--- src/verilog/vtage_pkg.sv ---
// ************************************************************************
// vtage predictor shared definitions
// widths, limits and the packed structs passed between the blocks
// ************************************************************************
package vtage_pkg;

    localparam int INDEX_WIDTH = 8;   // 256 entries per bank
    localparam int TAG_WIDTH   = 6;
    localparam int CONF_WIDTH  = 3;
    localparam int MAX_BANK    = 4;   // NUM_BANK may not exceed this
    localparam int HIST_WIDTH  = 64;

    typedef logic [31:1]                   pc_t;    // halfword aligned address
    typedef logic [HIST_WIDTH-1:0]         hist_t;
    typedef logic [31:0]                   value_t;
    typedef logic [CONF_WIDTH-1:0]         conf_t;
    typedef logic [$clog2(MAX_BANK)-1:0]   bank_t;
    typedef logic [INDEX_WIDTH-1:0]        index_t;
    typedef logic [TAG_WIDTH-1:0]          tag_t;

    localparam conf_t CONF_MAX = conf_t'((1 << CONF_WIDTH) - 1);

    typedef struct packed {
        pc_t   pc;
        hist_t hist;
    } lookup_req_t;

    typedef struct packed {
        value_t value;
        conf_t  conf;
        bank_t  bank;   // provider bank
    } pred_rsp_t;

    typedef struct packed {
        pc_t    pc;
        hist_t  hist;
        bank_t  bank;   // provider reported by the prediction
        value_t actual;
    } feedback_t;

    typedef struct packed {
        logic   valid;
        tag_t   tag;
        value_t value;
        conf_t  conf;
    } entry_t;

    typedef struct packed {
        logic   en;
        index_t index;
        entry_t entry;
    } bank_wr_t;

endpackage
--- src/verilog/vtage_update_unit.sv ---
// ************************************************************************
// feedback update unit
// confidence bump on a correct provider, else replace and allocate up
// ************************************************************************
module vtage_update_unit #(
    parameter int NUM_BANK = 4
) (
    input  vtage_pkg::feedback_t               fb_i,
    input  logic                               fb_valid_i,
    input  vtage_pkg::index_t [NUM_BANK-1:0]   fb_index_i,
    input  vtage_pkg::tag_t [NUM_BANK-1:0]     fb_tag_i,
    input  vtage_pkg::entry_t [NUM_BANK-1:0]   fb_entry_i,
    output vtage_pkg::bank_wr_t [NUM_BANK-1:0] wr_o
);
    import vtage_pkg::*;

    entry_t prov;       // provider entry at its feedback index
    logic   match;
    conf_t  conf_up;

    always_comb begin
        prov = '0;
        for (int b = 0; b < NUM_BANK; b++) begin
            if (bank_t'(b) == fb_i.bank) begin
                prov = fb_entry_i[b];
            end
        end
    end

    // an empty entry never counts as correct
    assign match   = prov.valid && (prov.value == fb_i.actual);
    assign conf_up = (prov.conf == CONF_MAX) ? prov.conf : prov.conf + conf_t'(1);

    always_comb begin
        for (int b = 0; b < NUM_BANK; b++) begin
            wr_o[b].en    = 1'b0;
            wr_o[b].index = fb_index_i[b];
            wr_o[b].entry = '{valid: 1'b1, tag: fb_tag_i[b], value: fb_i.actual, conf: '0};

            if (fb_valid_i && (bank_t'(b) == fb_i.bank)) begin
                wr_o[b].en = 1'b1;   // provider, replaced unless matched
                if (match) begin
                    wr_o[b].entry      = prov;
                    wr_o[b].entry.conf = conf_up;
                end
            end else if (fb_valid_i && !match && (b > 0) &&
                         (bank_t'(b - 1) == fb_i.bank)) begin
                // allocate one bank above the provider
                wr_o[b].en = 1'b1;
            end
        end
    end

endmodule

--- config.mk ---
export PLATFORM = sky130hd
export DESIGN_NAME = vtage_update_unit
export DESIGN_NICKNAME = d
export VERILOG_FILES = /design/src/verilog/vtage_pkg.sv /design/src/verilog/vtage_update_unit.sv
export SDC_FILE = /design/constraint.sdc
export NUM_CORES = 1
export LEC_CHECK = 0
export ABC_AREA = 1
export BUFFER_PORTS_ARGS = -buffer_cell sky130_fd_sc_hd__buf_2
export CAP_MARGIN = 20
export CORE_AREA = 4 4 217 219
export DETAILED_ROUTE_END_ITERATION = 6
export DIE_AREA = 0 0 221 223
export GPL_TIMING_DRIVEN = 0
export PLACE_DENSITY = 0.36
export SLEW_MARGIN = 20
export SYNTH_ARGS = -nofsm -noshare
export SYNTH_HDL_FRONTEND = slang
export SYNTH_SLANG_ARGS = --single-unit
--- constraint.sdc ---
create_clock -name vclk -period 2.1
set_input_delay 0.21 -clock vclk [all_inputs]
set_output_delay 0.21 -clock vclk [all_outputs]
set_load 0.005 [all_outputs]
==> out/qor_table.md <==
| Result | Reported |
|:---|:---|
| Count of mapped cells out of synthesis | 785 |
| Failing checks | setup timing |
| Placement-stage cell area | 6347 um2 |
| Site row count | 78 |
| RSZ-0062 raised after global routing | true |
| Final estimated routing congestion in global placement | 0.8649 |
| Startpoint Class | input pin |
| Kind of cell adding the most delay to the critical path | simple AND/OR/NAND/NOR gates |
| Leakage power total | 4.122 nW |
| Most common cell type on the critical path | sky130_fd_sc_hd__buf_12 |
| Cells along the critical path | buf_12 -> nor2_4 -> buf_12 -> buf_12 -> nand2_4 -> nand3_4 -> nand2_1 -> nand2_1 -> nand2_2 -> buf_4 -> nor2_1 -> nand2_1 -> nor2_1 -> nand3_1 -> nor2_4 -> buf_12 -> buf_8 -> nand3_1 -> nand2_2 -> buf_6 |
| Layout cell share with drive strength beyond 1 | 0.5316 |
| Hold crit path type | in -> out |
| Area taken by flip-flops and latches | 0 um2 |
| Number of remaining DRC errors | 0 |
| Port Buffers | 427 |
| Average wire per standard cell | 16.85 um |
| Number of warnings reported in the yosys synthesis log | 0 |
| All-Layer GR Usage | 0.1166 |
| Antenna-violating nets left | 0 |
| Iteration count of the initial detailed-routing pass | 4 |
| Vias in the first global route | 6,410 |
| Number of pins with negative max-slew slack in the final report | 0 |
| Top-level port count | 558 |
| Element type at the critical path end | output pin |
| Overall Power | 1.546 mW |
| Leading cell types in the layout, fill and taps excluded | 425 x sky130_fd_sc_hd__buf_2, 228 x sky130_fd_sc_hd__nand2_1, 128 x sky130_fd_sc_hd__clkbuf_1, 64 x sky130_fd_sc_hd__nand2_2, 59 x sky130_fd_sc_hd__inv_1 |
| Setup WS post-layout | -0.4467 ns |
| Most common cell after layout, fill and taps aside | sky130_fd_sc_hd__buf_2 |
| Placeable core region | 45,090 um2 |
| Worst slack on hold paths | 0.5860 ns |
| Non-Filler Instances | 1,850 |
| Yosys cell types | 29 |
| Final WL | 31,180 um |
| Final net count | 1,606 |
| Worst supply voltage drop on vdd | 0.1115 mV |
| Die boundary height | 223 um |
| Max-cap violations | 0 |
| Data required time of the critical path | 1.89 ns |
| Buf+Inv Stages, Crit Path | 7 |
| Fill cells | 5,373 |
| Die outline area | 49,280 um2 |
| Pin count of the biggest net entering global routing | 12 |
| Initial antenna violation count | 9 |
| Power density of the placed cells | 201.2 nW/um2 |
| Worst slew margin | 0.3821 |
| Result of the run | complete, but fails checks |
| Portion of the post-synthesis area used by sequential elements | 0 |
| Final Hold Fails | 0 |
| Maximum fanout count along the critical path | 6 |
| Share of the clock period used by the worst path after layout | 1.213 |
| Detailed placement HPWL | 25,990 um |
| Number of vias after detailed routing | 6,365 |
| Layout-stage area growth over the synthesis result | 122.9% |
| Post-synthesis cell area | 3447 um2 |
| Crit path kind | in -> out |
| Post-route setup TNS | -14.60 ns |
| Initial Utilization | 0.07645 |
| Gr ovfl total | 0 |
| Post-layout instance area | 7682 um2 |
| WP data arrival | 2.34 ns |
| Clkbuf count | 0 |
| Number of design-rule violations left by the first detailed-router iteration | 231 |
| Placed cells | 1,815 |
| Final period demand of the worst path | 2.547 ns |
| Fmax | 392.7 MHz |
| Least-Margin Pin Slew | 0.9234 ns |
| First-pass GRT wire length | 42,820 um |
| Final sequential cell count | 0 |
| Number of setup violations in the final report | 39 |
| Average instance area after synthesis | 4.391 um2 |
| Area taken by multi-input logic gates | 2970 um2 |
| Library cell contributing the largest single delay on the critical path | sky130_fd_sc_hd__buf_12 |
| Die Span X | 221 um |
| Critical path's largest stage delay | 0.17 ns |
| Detailed-route vias per instance | 3.441 |
[metrics by stage]
stage / utilization / worst slack, ns
2_1_floorplan: - / 0.1167
3_3_place_gp: 0.1407 / -1.809
3_5_place_dp: 0.1408 / -1.549
4_1_cts: 0.1637 / -0.5126
5_1_grt: 0.1703 / -0.6343
6_report: 0.1704 / -0.4467
[power breakdown]
group	switching (mW)	internal [mW]
Clock	0	0.0000000645
Sequential	0	0
Combinational	0.838	0.708
Total	0.838	0.708
[layer usage]
metal	GRT usage	wire length [um]	up-vias
li1	-	-	3217
met1	0.1379	12710	2762
met2	0.2243	15850	333
met3	0.02039	1961	43
met4	0.01631	579	10
met5	0	73	-
[cells by family (layout without fill, tap and decap cells)]
group / Yosys count / in the layout / share of synthesized area
AND/OR/NAND/NOR: 508 / 510 / 0.6338
buffers and inverters: 249 / 708 / 0.3191
other: 1 / 5 / 0.001088
AO/OA/AOI/OAI: 24 / 24 / 0.03702
multiplexers: 1 / 1 / 0.002904
adder cells (fa/ha/maj): 1 / 1 / 0.003629
XOR/XNOR: 1 / 1 / 0.002541
[layout make-up]
type | count | share of cell area
repair buffers | 459 | 0.3417
inverters | 63 | 0.03469
multi-input cells | 541 | 0.3866
diodes | 1 | 0.0003257
well taps | 600 | 0.09772
plain buffers | 186 | 0.1389
[what timing repair did]
action | in CTS | in global routing
buffers inserted | 23 | 4
endpoints found under the setup margin | 39 | 39
pin swaps | 55 | 59
gates resized for setup | 170 | 80
hold buffers | 0 | 0
cloned | 8 | 1
[Yosys cell counts (all sizes together)]
library cell	count	share of area
nor2	71	0.082
clkinv	1	0.0011
nand4	21	0.038
and2	2	0.0036
nor3b	1	0.0022
conb	1	0.0011
clkbuf	134	0.15
or2	19	0.034
ha	1	0.0036
inv	62	0.068
xnor2	1	0.0025
mux2i	1	0.0029
o21ai	20	0.029
a21oi	1	0.0015
nand2	301	0.33
nand3b	11	0.024
nand3	82	0.12
buf	52	0.10
o211ai	3	0.0065
[final timing paths]
kind              cells after the start        to  slack, ns      startpoint
setup / recovery                     20  wr_o[40]      -0.45        fb_i[33]
hold / removal                        2  wr_o[98]       0.59  fb_index_i[13]
(Power assumes the default switching activity.)
