==> src/verilog/vtage_pkg.sv <==
// ************************************************************************
// vtage predictor shared definitions
// widths, limits and the packed structs passed between the blocks
// ************************************************************************
package vtage_pkg;

    localparam int INDEX_WIDTH = 8;   // 256 entries per bank
    localparam int TAG_WIDTH   = 6;
    localparam int CONF_WIDTH  = 3;
    localparam int MAX_BANK    = 4;   // NUM_BANK may not exceed this
    localparam int HIST_WIDTH  = 64;

    typedef logic [31:1]                   pc_t;    // halfword aligned address
    typedef logic [HIST_WIDTH-1:0]         hist_t;
    typedef logic [31:0]                   value_t;
    typedef logic [CONF_WIDTH-1:0]         conf_t;
    typedef logic [$clog2(MAX_BANK)-1:0]   bank_t;
    typedef logic [INDEX_WIDTH-1:0]        index_t;
    typedef logic [TAG_WIDTH-1:0]          tag_t;

    localparam conf_t CONF_MAX = conf_t'((1 << CONF_WIDTH) - 1);

    typedef struct packed {
        pc_t   pc;
        hist_t hist;
    } lookup_req_t;

    typedef struct packed {
        value_t value;
        conf_t  conf;
        bank_t  bank;   // provider bank
    } pred_rsp_t;

    typedef struct packed {
        pc_t    pc;
        hist_t  hist;
        bank_t  bank;   // provider reported by the prediction
        value_t actual;
    } feedback_t;

    typedef struct packed {
        logic   valid;
        tag_t   tag;
        value_t value;
        conf_t  conf;
    } entry_t;

    typedef struct packed {
        logic   en;
        index_t index;
        entry_t entry;
    } bank_wr_t;

endpackage
==> src/verilog/vtage_provider_select.sv <==
// ************************************************************************
// provider selection
// highest hitting bank wins, response registered for one cycle
// ************************************************************************
module vtage_provider_select #(
    parameter int NUM_BANK = 4
) (
    input  logic                               clk_i,
    input  logic                               arst_n_i,
    input  logic                               valid_i,
    input  logic [NUM_BANK-1:0]                hit_i,
    input  vtage_pkg::entry_t [NUM_BANK-1:0]   entry_i,
    output vtage_pkg::pred_rsp_t               pred_o,
    output logic                               valid_o
);
    import vtage_pkg::*;

    pred_rsp_t pred_d;

    // later banks override earlier ones
    always_comb begin
        pred_d = '0;   // no hit gives bank 0, zero value
        for (int b = 0; b < NUM_BANK; b++) begin
            if (hit_i[b]) begin
                pred_d.value = entry_i[b].value;
                pred_d.conf  = entry_i[b].conf;
                pred_d.bank  = bank_t'(b);
            end
        end
    end

    always_ff @(posedge clk_i or negedge arst_n_i) begin
        if (!arst_n_i) begin
            pred_o  <= '0;
            valid_o <= 1'b0;
        end else begin
            valid_o <= valid_i;
            if (valid_i) begin
                pred_o <= pred_d;   // hold last result otherwise
            end
        end
    end

endmodule

==> config.mk <==
export PLATFORM = sky130hd
export DESIGN_NAME = vtage_provider_select
export DESIGN_NICKNAME = d
export VERILOG_FILES = /design/src/verilog/vtage_pkg.sv /design/src/verilog/vtage_provider_select.sv
export SDC_FILE = /design/constraint.sdc
export NUM_CORES = 1
export LEC_CHECK = 0
export ABC_AREA = 0
export BUFFER_PORTS_ARGS = -buffer_cell sky130_fd_sc_hd__buf_2
export CAP_MARGIN = 30
export CORE_AREA = 5 5 62 120
export CTS_CLUSTER_DIAMETER = 120
export DETAILED_ROUTE_END_ITERATION = 10
export DIE_AREA = 0 0 67 125
export PLACE_DENSITY = 0.84
export SLEW_MARGIN = 40
export SYNTH_ARGS = -nofsm -noshare
export SYNTH_HDL_FRONTEND = slang
export SYNTH_SLANG_ARGS = --single-unit
==> constraint.sdc <==
create_clock -name clk_i -period 1.7 [get_ports clk_i]
set_clock_uncertainty 0.05 [all_clocks]
set_input_delay 0.34 -clock clk_i [delete_from_list [all_inputs] [get_ports clk_i]]
set_output_delay 0.34 -clock clk_i [all_outputs]
set_load 0.05 [all_outputs]
==> metrics.md, run 1 <==
| Metric | Value |
|---|---|
| 1st-iter DRT viols | 143 |
| PwrDens | 844.7 mW/mm2 |
| Nets | 625 |
| Share of async-settable or async-resettable flops after synthesis | 100.0% |
| Register area share after synthesis | 38.40% |
| Flops & latches, synth | 38 |
| Longest Clk Path Bufs | 2 |
| CTS root buf | clkbuf_16 |
| Starting Density | 38.31% |
| Syn Inst Count | 277 |
| Crit share post-route | 81.75% |
| Cell with the most instances after synthesis | nor2_1 |
| Min-delay worst type | in -> reg |
| Row count | 42 |
| Synth Net Count | 452 |
| Routed via count | 2,909 |
| Die area | 0.008375 mm2 |
| Crit-path max FO | 29 |
| H-tree depth | 2 |
| Initial antenna violation count | 0 |
| Clock Latency Late Sink | 0.28 ns |
| Status | completed |
| Total GRT Usage | 19.67% |
| Most used flip-flop cell after synthesis | dfrtp_1 |
| Slew @ Worst Pin | 0.4718 ns |
| Crit path kind | in -> reg |
| WHS Path Cells | 3 |
| WL final | 8.353 mm |
| Final Slew Violations | 0 |
| Yosys cell types | 21 |
| Layout cells sized above 1 | 45.23% |
| Reg-to-reg endpoint | pred_o[10] |
| Total congestion overflow | 0 |
| Die height | 125 um |
| TNS Setup | 0 ns |
| Finish-stage setup viols | 0 |
| Layout area overhead | 48.91% |
| Leak | 1.707 nW |
| Num ports | 213 |
| Startpoint types | input port |
| Post-CTS sizing | 0 |
| EDFF count, synth | 0 |
| Area fraction of the dominant cell type after synthesis | 38.40% |
| Routability cong. | 0.7855 |
| Syn Area/Cell | 8.939 um2 |
| Vias per inst | 5.397 |
| CP Capture Type | flip-flop |
| Diodes inserted | 0 |
| Max cap viols | 0 |
| Hold buffers post-CTS | 1 |
| CTS Sinks | 38 |
| Fin cells | 539 |
| Vias in the first global route | 2,841 |
| Area of the mapped netlist | 0.002476 mm2 |
| Tot Pwr | 0.003115 W |
| Min Tclk post-route | 1.390 ns |
| Die W | 67 um |
| Final hold violations | 0 |
| WHS | 0.3195 ns |
| Synth warn | 0 |
| Final antenna-violating net count | 0 |
| Max frequency | 0.7195 GHz |
| CTS buffer count | 5 |
| CTS tree | built |
| Worst relative slew slack | 68.55% |
| Placed Cells | 530 |
| Worst Hold Launch | entry_i[34] |
| Post-synth top cells | 39 x nor2_1, 38 x dfrtp_1, 34 x a22oi_1 |
| Wirelength per Cell | 15.50 um |
| Hold Crit Endpoint | pred_o[36] |
| Residual DRC | 0 |
| Depth of the most critical reg-to-reg path | 3 |
| Pre-Repair DR Iteration Count | 4 |
| Arr. time, crit path | 1.52 ns |
| Post-DP HPWL | 6.486 mm |
| Core Footprint | 0.006464 mm2 |
| First-pass GRT wire length | 12.95 mm |
| Largest net degree at the start of global routing | 69 |
| Area leader, netlist | dfrtp_1 |
| R2R Setup Slk | 0.63 ns |
| Setup Buffers After CTS | 0 |
| Unrepaired setup endpoints after global routing | no |
| R2r startpoint | pred_o[10] |
| Required time of the critical path | 1.83 ns |
| IO Port Bufs | 184 |
| Synth top area cells | dfrtp_1 38%, a22oi_1 10%, o22a_1 10% |
| Clk slew on worst S/H paths | 0.06 ns |
| Max IR drop VDD | 0.5332 mV |
[final cells by class]
| class | instances | area [um2] |
|---|---|---|
| Clock buffer | 7 | 142.6 |
| Clock inverter | 1 | 5.005 |
| Inverter | 1 | 3.754 |
| Fill cell | 607 | 2776 |
| Timing Repair Buffer | 195 | 1081 |
| Sequential cell | 38 | 950.9 |
| Tap cell | 88 | 110.1 |
| Multi-Input combinational cell | 209 | 1394 |
[metrics by stage]
stage | setup WS [ns] | cell area [um2] | util, %
after global routing | 0.2450 | 3687 | 57.05
final | 0.3102 | 3687 | 57.05
after global placement | 0.05626 | 3530 | 54.61
after detailed placement | 0.01504 | 3530 | 54.61
after CTS | 0.3111 | 3687 | 57.05
after floorplan | 0.2231 | 2476 | -
[worst max path at each step]
stage	startpoint	cells past startpoint	endpoint	slack, ns
floorplan	hit_i[2]	5	pred_o[21]	0.22
global placement	hit_i[2]	4	pred_o[17]	0.06
detailed placement	hit_i[2]	4	pred_o[16]	0.02
CTS	hit_i[2]	4	pred_o[6]	0.31
global route	hit_i[2]	4	pred_o[9]	0.24
finish	hit_i[2]	4	pred_o[13]	0.31
[layout by cell type, fill, tap and decap left out, drive strengths merged, types with 2 or more instances in the layout]
master,instances
buf,194
nor2,39
dfrtp,38
a22oi,34
a21boi,29
o21ai,29
o22a,29
o31ai,29
clkbuf,7
a221oi,6
o22ai,6
a21oi,2
[state kept, by name (all words and copies together), names as in the netlist]
signal / cells
valid_o: 1
pred_o: 37
[kinds of logic after synthesis]
group,synth area share [%]
compound gates,48.05
buf+inv,5.406
flops,38.40
simple gates,8.135
[layer usage]
| layer | up-vias | share of wire, % | GRT usage (%) | wire (um) |
|---|---|---|---|---|
| met2 | 193 | 42 | 29.29 | 3540 |
| met4 | 0 | 3.5 | 10.17 | 290 |
| met5 | - | 0 | 0 | 0 |
| met3 | 17 | 14 | 5.206 | 1188 |
| li1 | 1442 | - | - | - |
| met1 | 1257 | 40 | 25.64 | 3334 |
[report_power, final]
group	switching [W]	leakage (nW)	internal [W]
Combinational	0.000714	1.20	0.000400
Clock	0.000339	0.0739	0.000581
Sequential	0.0000704	0.430	0.00101
Total	0.00112	1.71	0.00199
[worst max-delay path, stage by stage]
cell and delay, ns:
buf_2 0.12, or4b_4 0.74, o22a_1 0.24, o31ai_1 0.07
(Power assumes the default switching activity.)
==> run 2, diff against run 1 <==
- CORE_AREA: 5 5 62 120 -> 5 5 63 121
- DIE_AREA: 0 0 67 125 -> 0 0 68 126
- PLACE_DENSITY: 0.84 -> 0.82
- clock period: 1.7 -> 1.4 ns (I/O delays scaled with it)
==> run 2 against run 1 <==
Via count increased by 4.2%; highest routed layer unchanged; first-iteration DRC count increased by 24%; core utilization decreased by 0.80 points; clock power increased by 15%; final cell count increased by 1.1%; global-route usage increased by 1.3 points.
==> metrics.md, run 2 (synthesized netlist as in run 1, its figures left out) <==
| Metric | Value |
|---|---|
| Worst relative slew slack | 75.60% (+7.1 points) |
| Num ports | 213 (unchanged) |
| Routed via count | 3,030 (+4.2%) |
| CTS root buf | clkbuf_16 |
| Combinational Power Share | 36.5% (+0.7 points) |
| Min-delay worst type | in -> reg |
| Unrepaired setup endpoints after global routing | no |
| Switching Power | 0.001382 W (+23%) |
| Die W | 68 um (+1.5%) |
| 1st-iter DRT viols | 177 (+24%) |
| Pre-Repair DR Iteration Count | 5 (+1) |
| Post-CTS sizing | 0 (unchanged) |
| Longest Clk Path Bufs | 2 (unchanged) |
| IO Port Bufs | 184 (unchanged) |
| Most frequent cells in the layout | 184 x buf_2, 39 x nor2_1, 38 x dfrtp_1 |
| Crit share post-route | 94.96% |
| PwrDens | 1014 mW/mm2 (+20%) |
| Hold Crit Endpoint | pred_o[33] |
| Total congestion overflow | 0 (unchanged) |
| Reg-to-reg endpoint | pred_o[22] |
| Arr. time, crit path | 1.45 ns (-0.07 ns) |
| Reg power frac | 35.1% (+0.4 points) |
| WHS Path Cells | 3 (unchanged) |
| Layout area overhead | 49.22% |
| Startpoint types | input port |
| Row count | 42 (unchanged) |
| Layout cells sized above 1 | 45.61% (+0.38 points) |
| Placed Cells | 536 (+1.1%) |
| Total GRT Usage | 20.96% (+1.3 points) |
| Depth of the most critical reg-to-reg path | 3 (unchanged) |
| Status | completed |
| Largest net degree at the start of global routing | 47 (-32%) |
| Sw Share | 36.86% (+0.79 points) |
| Final Slew Violations | 0 (unchanged) |
| Commonest non-fill, non-tap cell in the layout | buf_2 |
| Post-DP HPWL | 7.010 mm (+8.1%) |
| Clock Latency Late Sink | 0.28 ns (about the same) |
| Max reg flops | 37 (unchanged) |
| R2r startpoint | pred_o[22] |
| Slew @ Worst Pin | 0.3660 ns (-0.1058 ns) |
| Die height | 126 um (+0.80%) |
| CTS buffer count | 5 (unchanged) |
| First-pass GRT wire length | 13.88 mm (+7.2%) |
| H-tree depth | 2 (unchanged) |
| Internal | 0.002367 W (+19%) |
| R2R Setup Slk | 0.40 ns (-0.23 ns) |
| Core Footprint | 0.006569 mm2 (+1.6%) |
| CP Capture Type | flip-flop |
| Fin util | 56.25% (-0.80 points) |
| Vias per inst | 5.560 (+3.0%) |
| Max frequency | 0.7522 GHz |
| Die area | 0.008568 mm2 (+2.3%) |
| Crit path kind | in -> reg |
| Top Registers | pred_o x37, valid_o x1 |
| Final hold violations | 0 (unchanged) |
| Max IR drop VDD | 0.6904 mV (+29%) |
| Fin cells | 545 (+1.1%) |
| Nets | 631 (+0.96%) |
| Largest Register | pred_o |
| Residual DRC | 0 (unchanged) |
| Starting Density | 37.70% (-0.61 points) |
| WL final | 9.271 mm (+11%) |
| Required time of the critical path | 1.52 ns (-0.31 ns) |
| Clk pwr share | 28.4% (-1.1 points) |
| Min Tclk post-route | 1.329 ns |
| Initial antenna violation count | 0 (unchanged) |
| Finish-stage setup viols | 0 (unchanged) |
| Clk slew on worst S/H paths | 0.05 ns (about the same) |
| Worst Hold Launch | entry_i[31] |
| Final antenna-violating net count | 0 (unchanged) |
| Leak | 1.718 nW (+0.65%) |
| Routability cong. | 0.8438 (+7.4%) |
| CTS Sinks | 38 (unchanged) |
| Max cap viols | 0 (unchanged) |
| Crit-path max FO | 29 (unchanged) |
| Vias in the first global route | 3,013 (+6.1%) |
| Wirelength per Cell | 17.01 um (+9.8%) |
| CTS tree | built |
## run 2: cell type report
class / count / area (um2)
diodes: 1 / 2.502
inverters: 1 / 3.754
fillers: 617 / 2874
multi-input cells: 209 / 1394
repair buffers: 201 / 1101
clock buffers: 7 / 132.6
well taps: 88 / 110.1
flip-flops and latches: 38 / 950.9
## run 2: how the worst max path moves through the flow
stage	to	start
floorplan	pred_o[21]	hit_i[2]
global placement	pred_o[31]	hit_i[2]
detailed placement	pred_o[27]	hit_i[2]
CTS	pred_o[27]	hit_i[2]
global route	pred_o[10]	hit_i[2]
finish	pred_o[27]	hit_i[2]
## run 2: power groups by stage
stage	logic, W	clock network, W	registers [W]
detailed placement	0.00137	0	0.00133
CTS	0.00138	0.00110	0.00132
global placement	0.00134	0	0.00132
floorplan	0.000421	0	0.00178
global route	0.00146	0.00114	0.00133
finish	0.00137	0.00106	0.00132
## run 2: what timing repair did
action / in CTS / in global routing
hold endpoints to repair: 38 / 0
hold buffers: 1 / 0
buffers inserted: 0 / 0
## run 2: layer usage
layer	share of wire (%)	vias up	track usage, %	routed length [um]
met5	0	-	0	0
met4	2.6	0	9.027	240
met3	7.0	18	3.030	647
met2	54	141	37.60	4963
met1	37	1425	23.35	3419
li1	-	1446	-	-
## run 2: per-stage QoR
stage,setup TNS (ns),setup WS [ns],total power [W],area [um2],hold slack (ns)
after CTS,0,0.08041,0.003790,3692,0.2500
final,0,0.07059,0.003748,3695,0.2566
after global placement,-4.960,-0.1860,0.002662,3550,0.2143
after detailed placement,-5.345,-0.2144,0.002702,3550,0.2185
after floorplan,-0.1694,-0.01694,0.002197,2476,-0.06559
after global routing,0,0.02318,0.003937,3692,0.2714
## run 2: critical path, stage by stage
cell	delay, ns
buf_2	0.11
or4b_4	0.74
o22a_1	0.24
o31ai_1	0.08
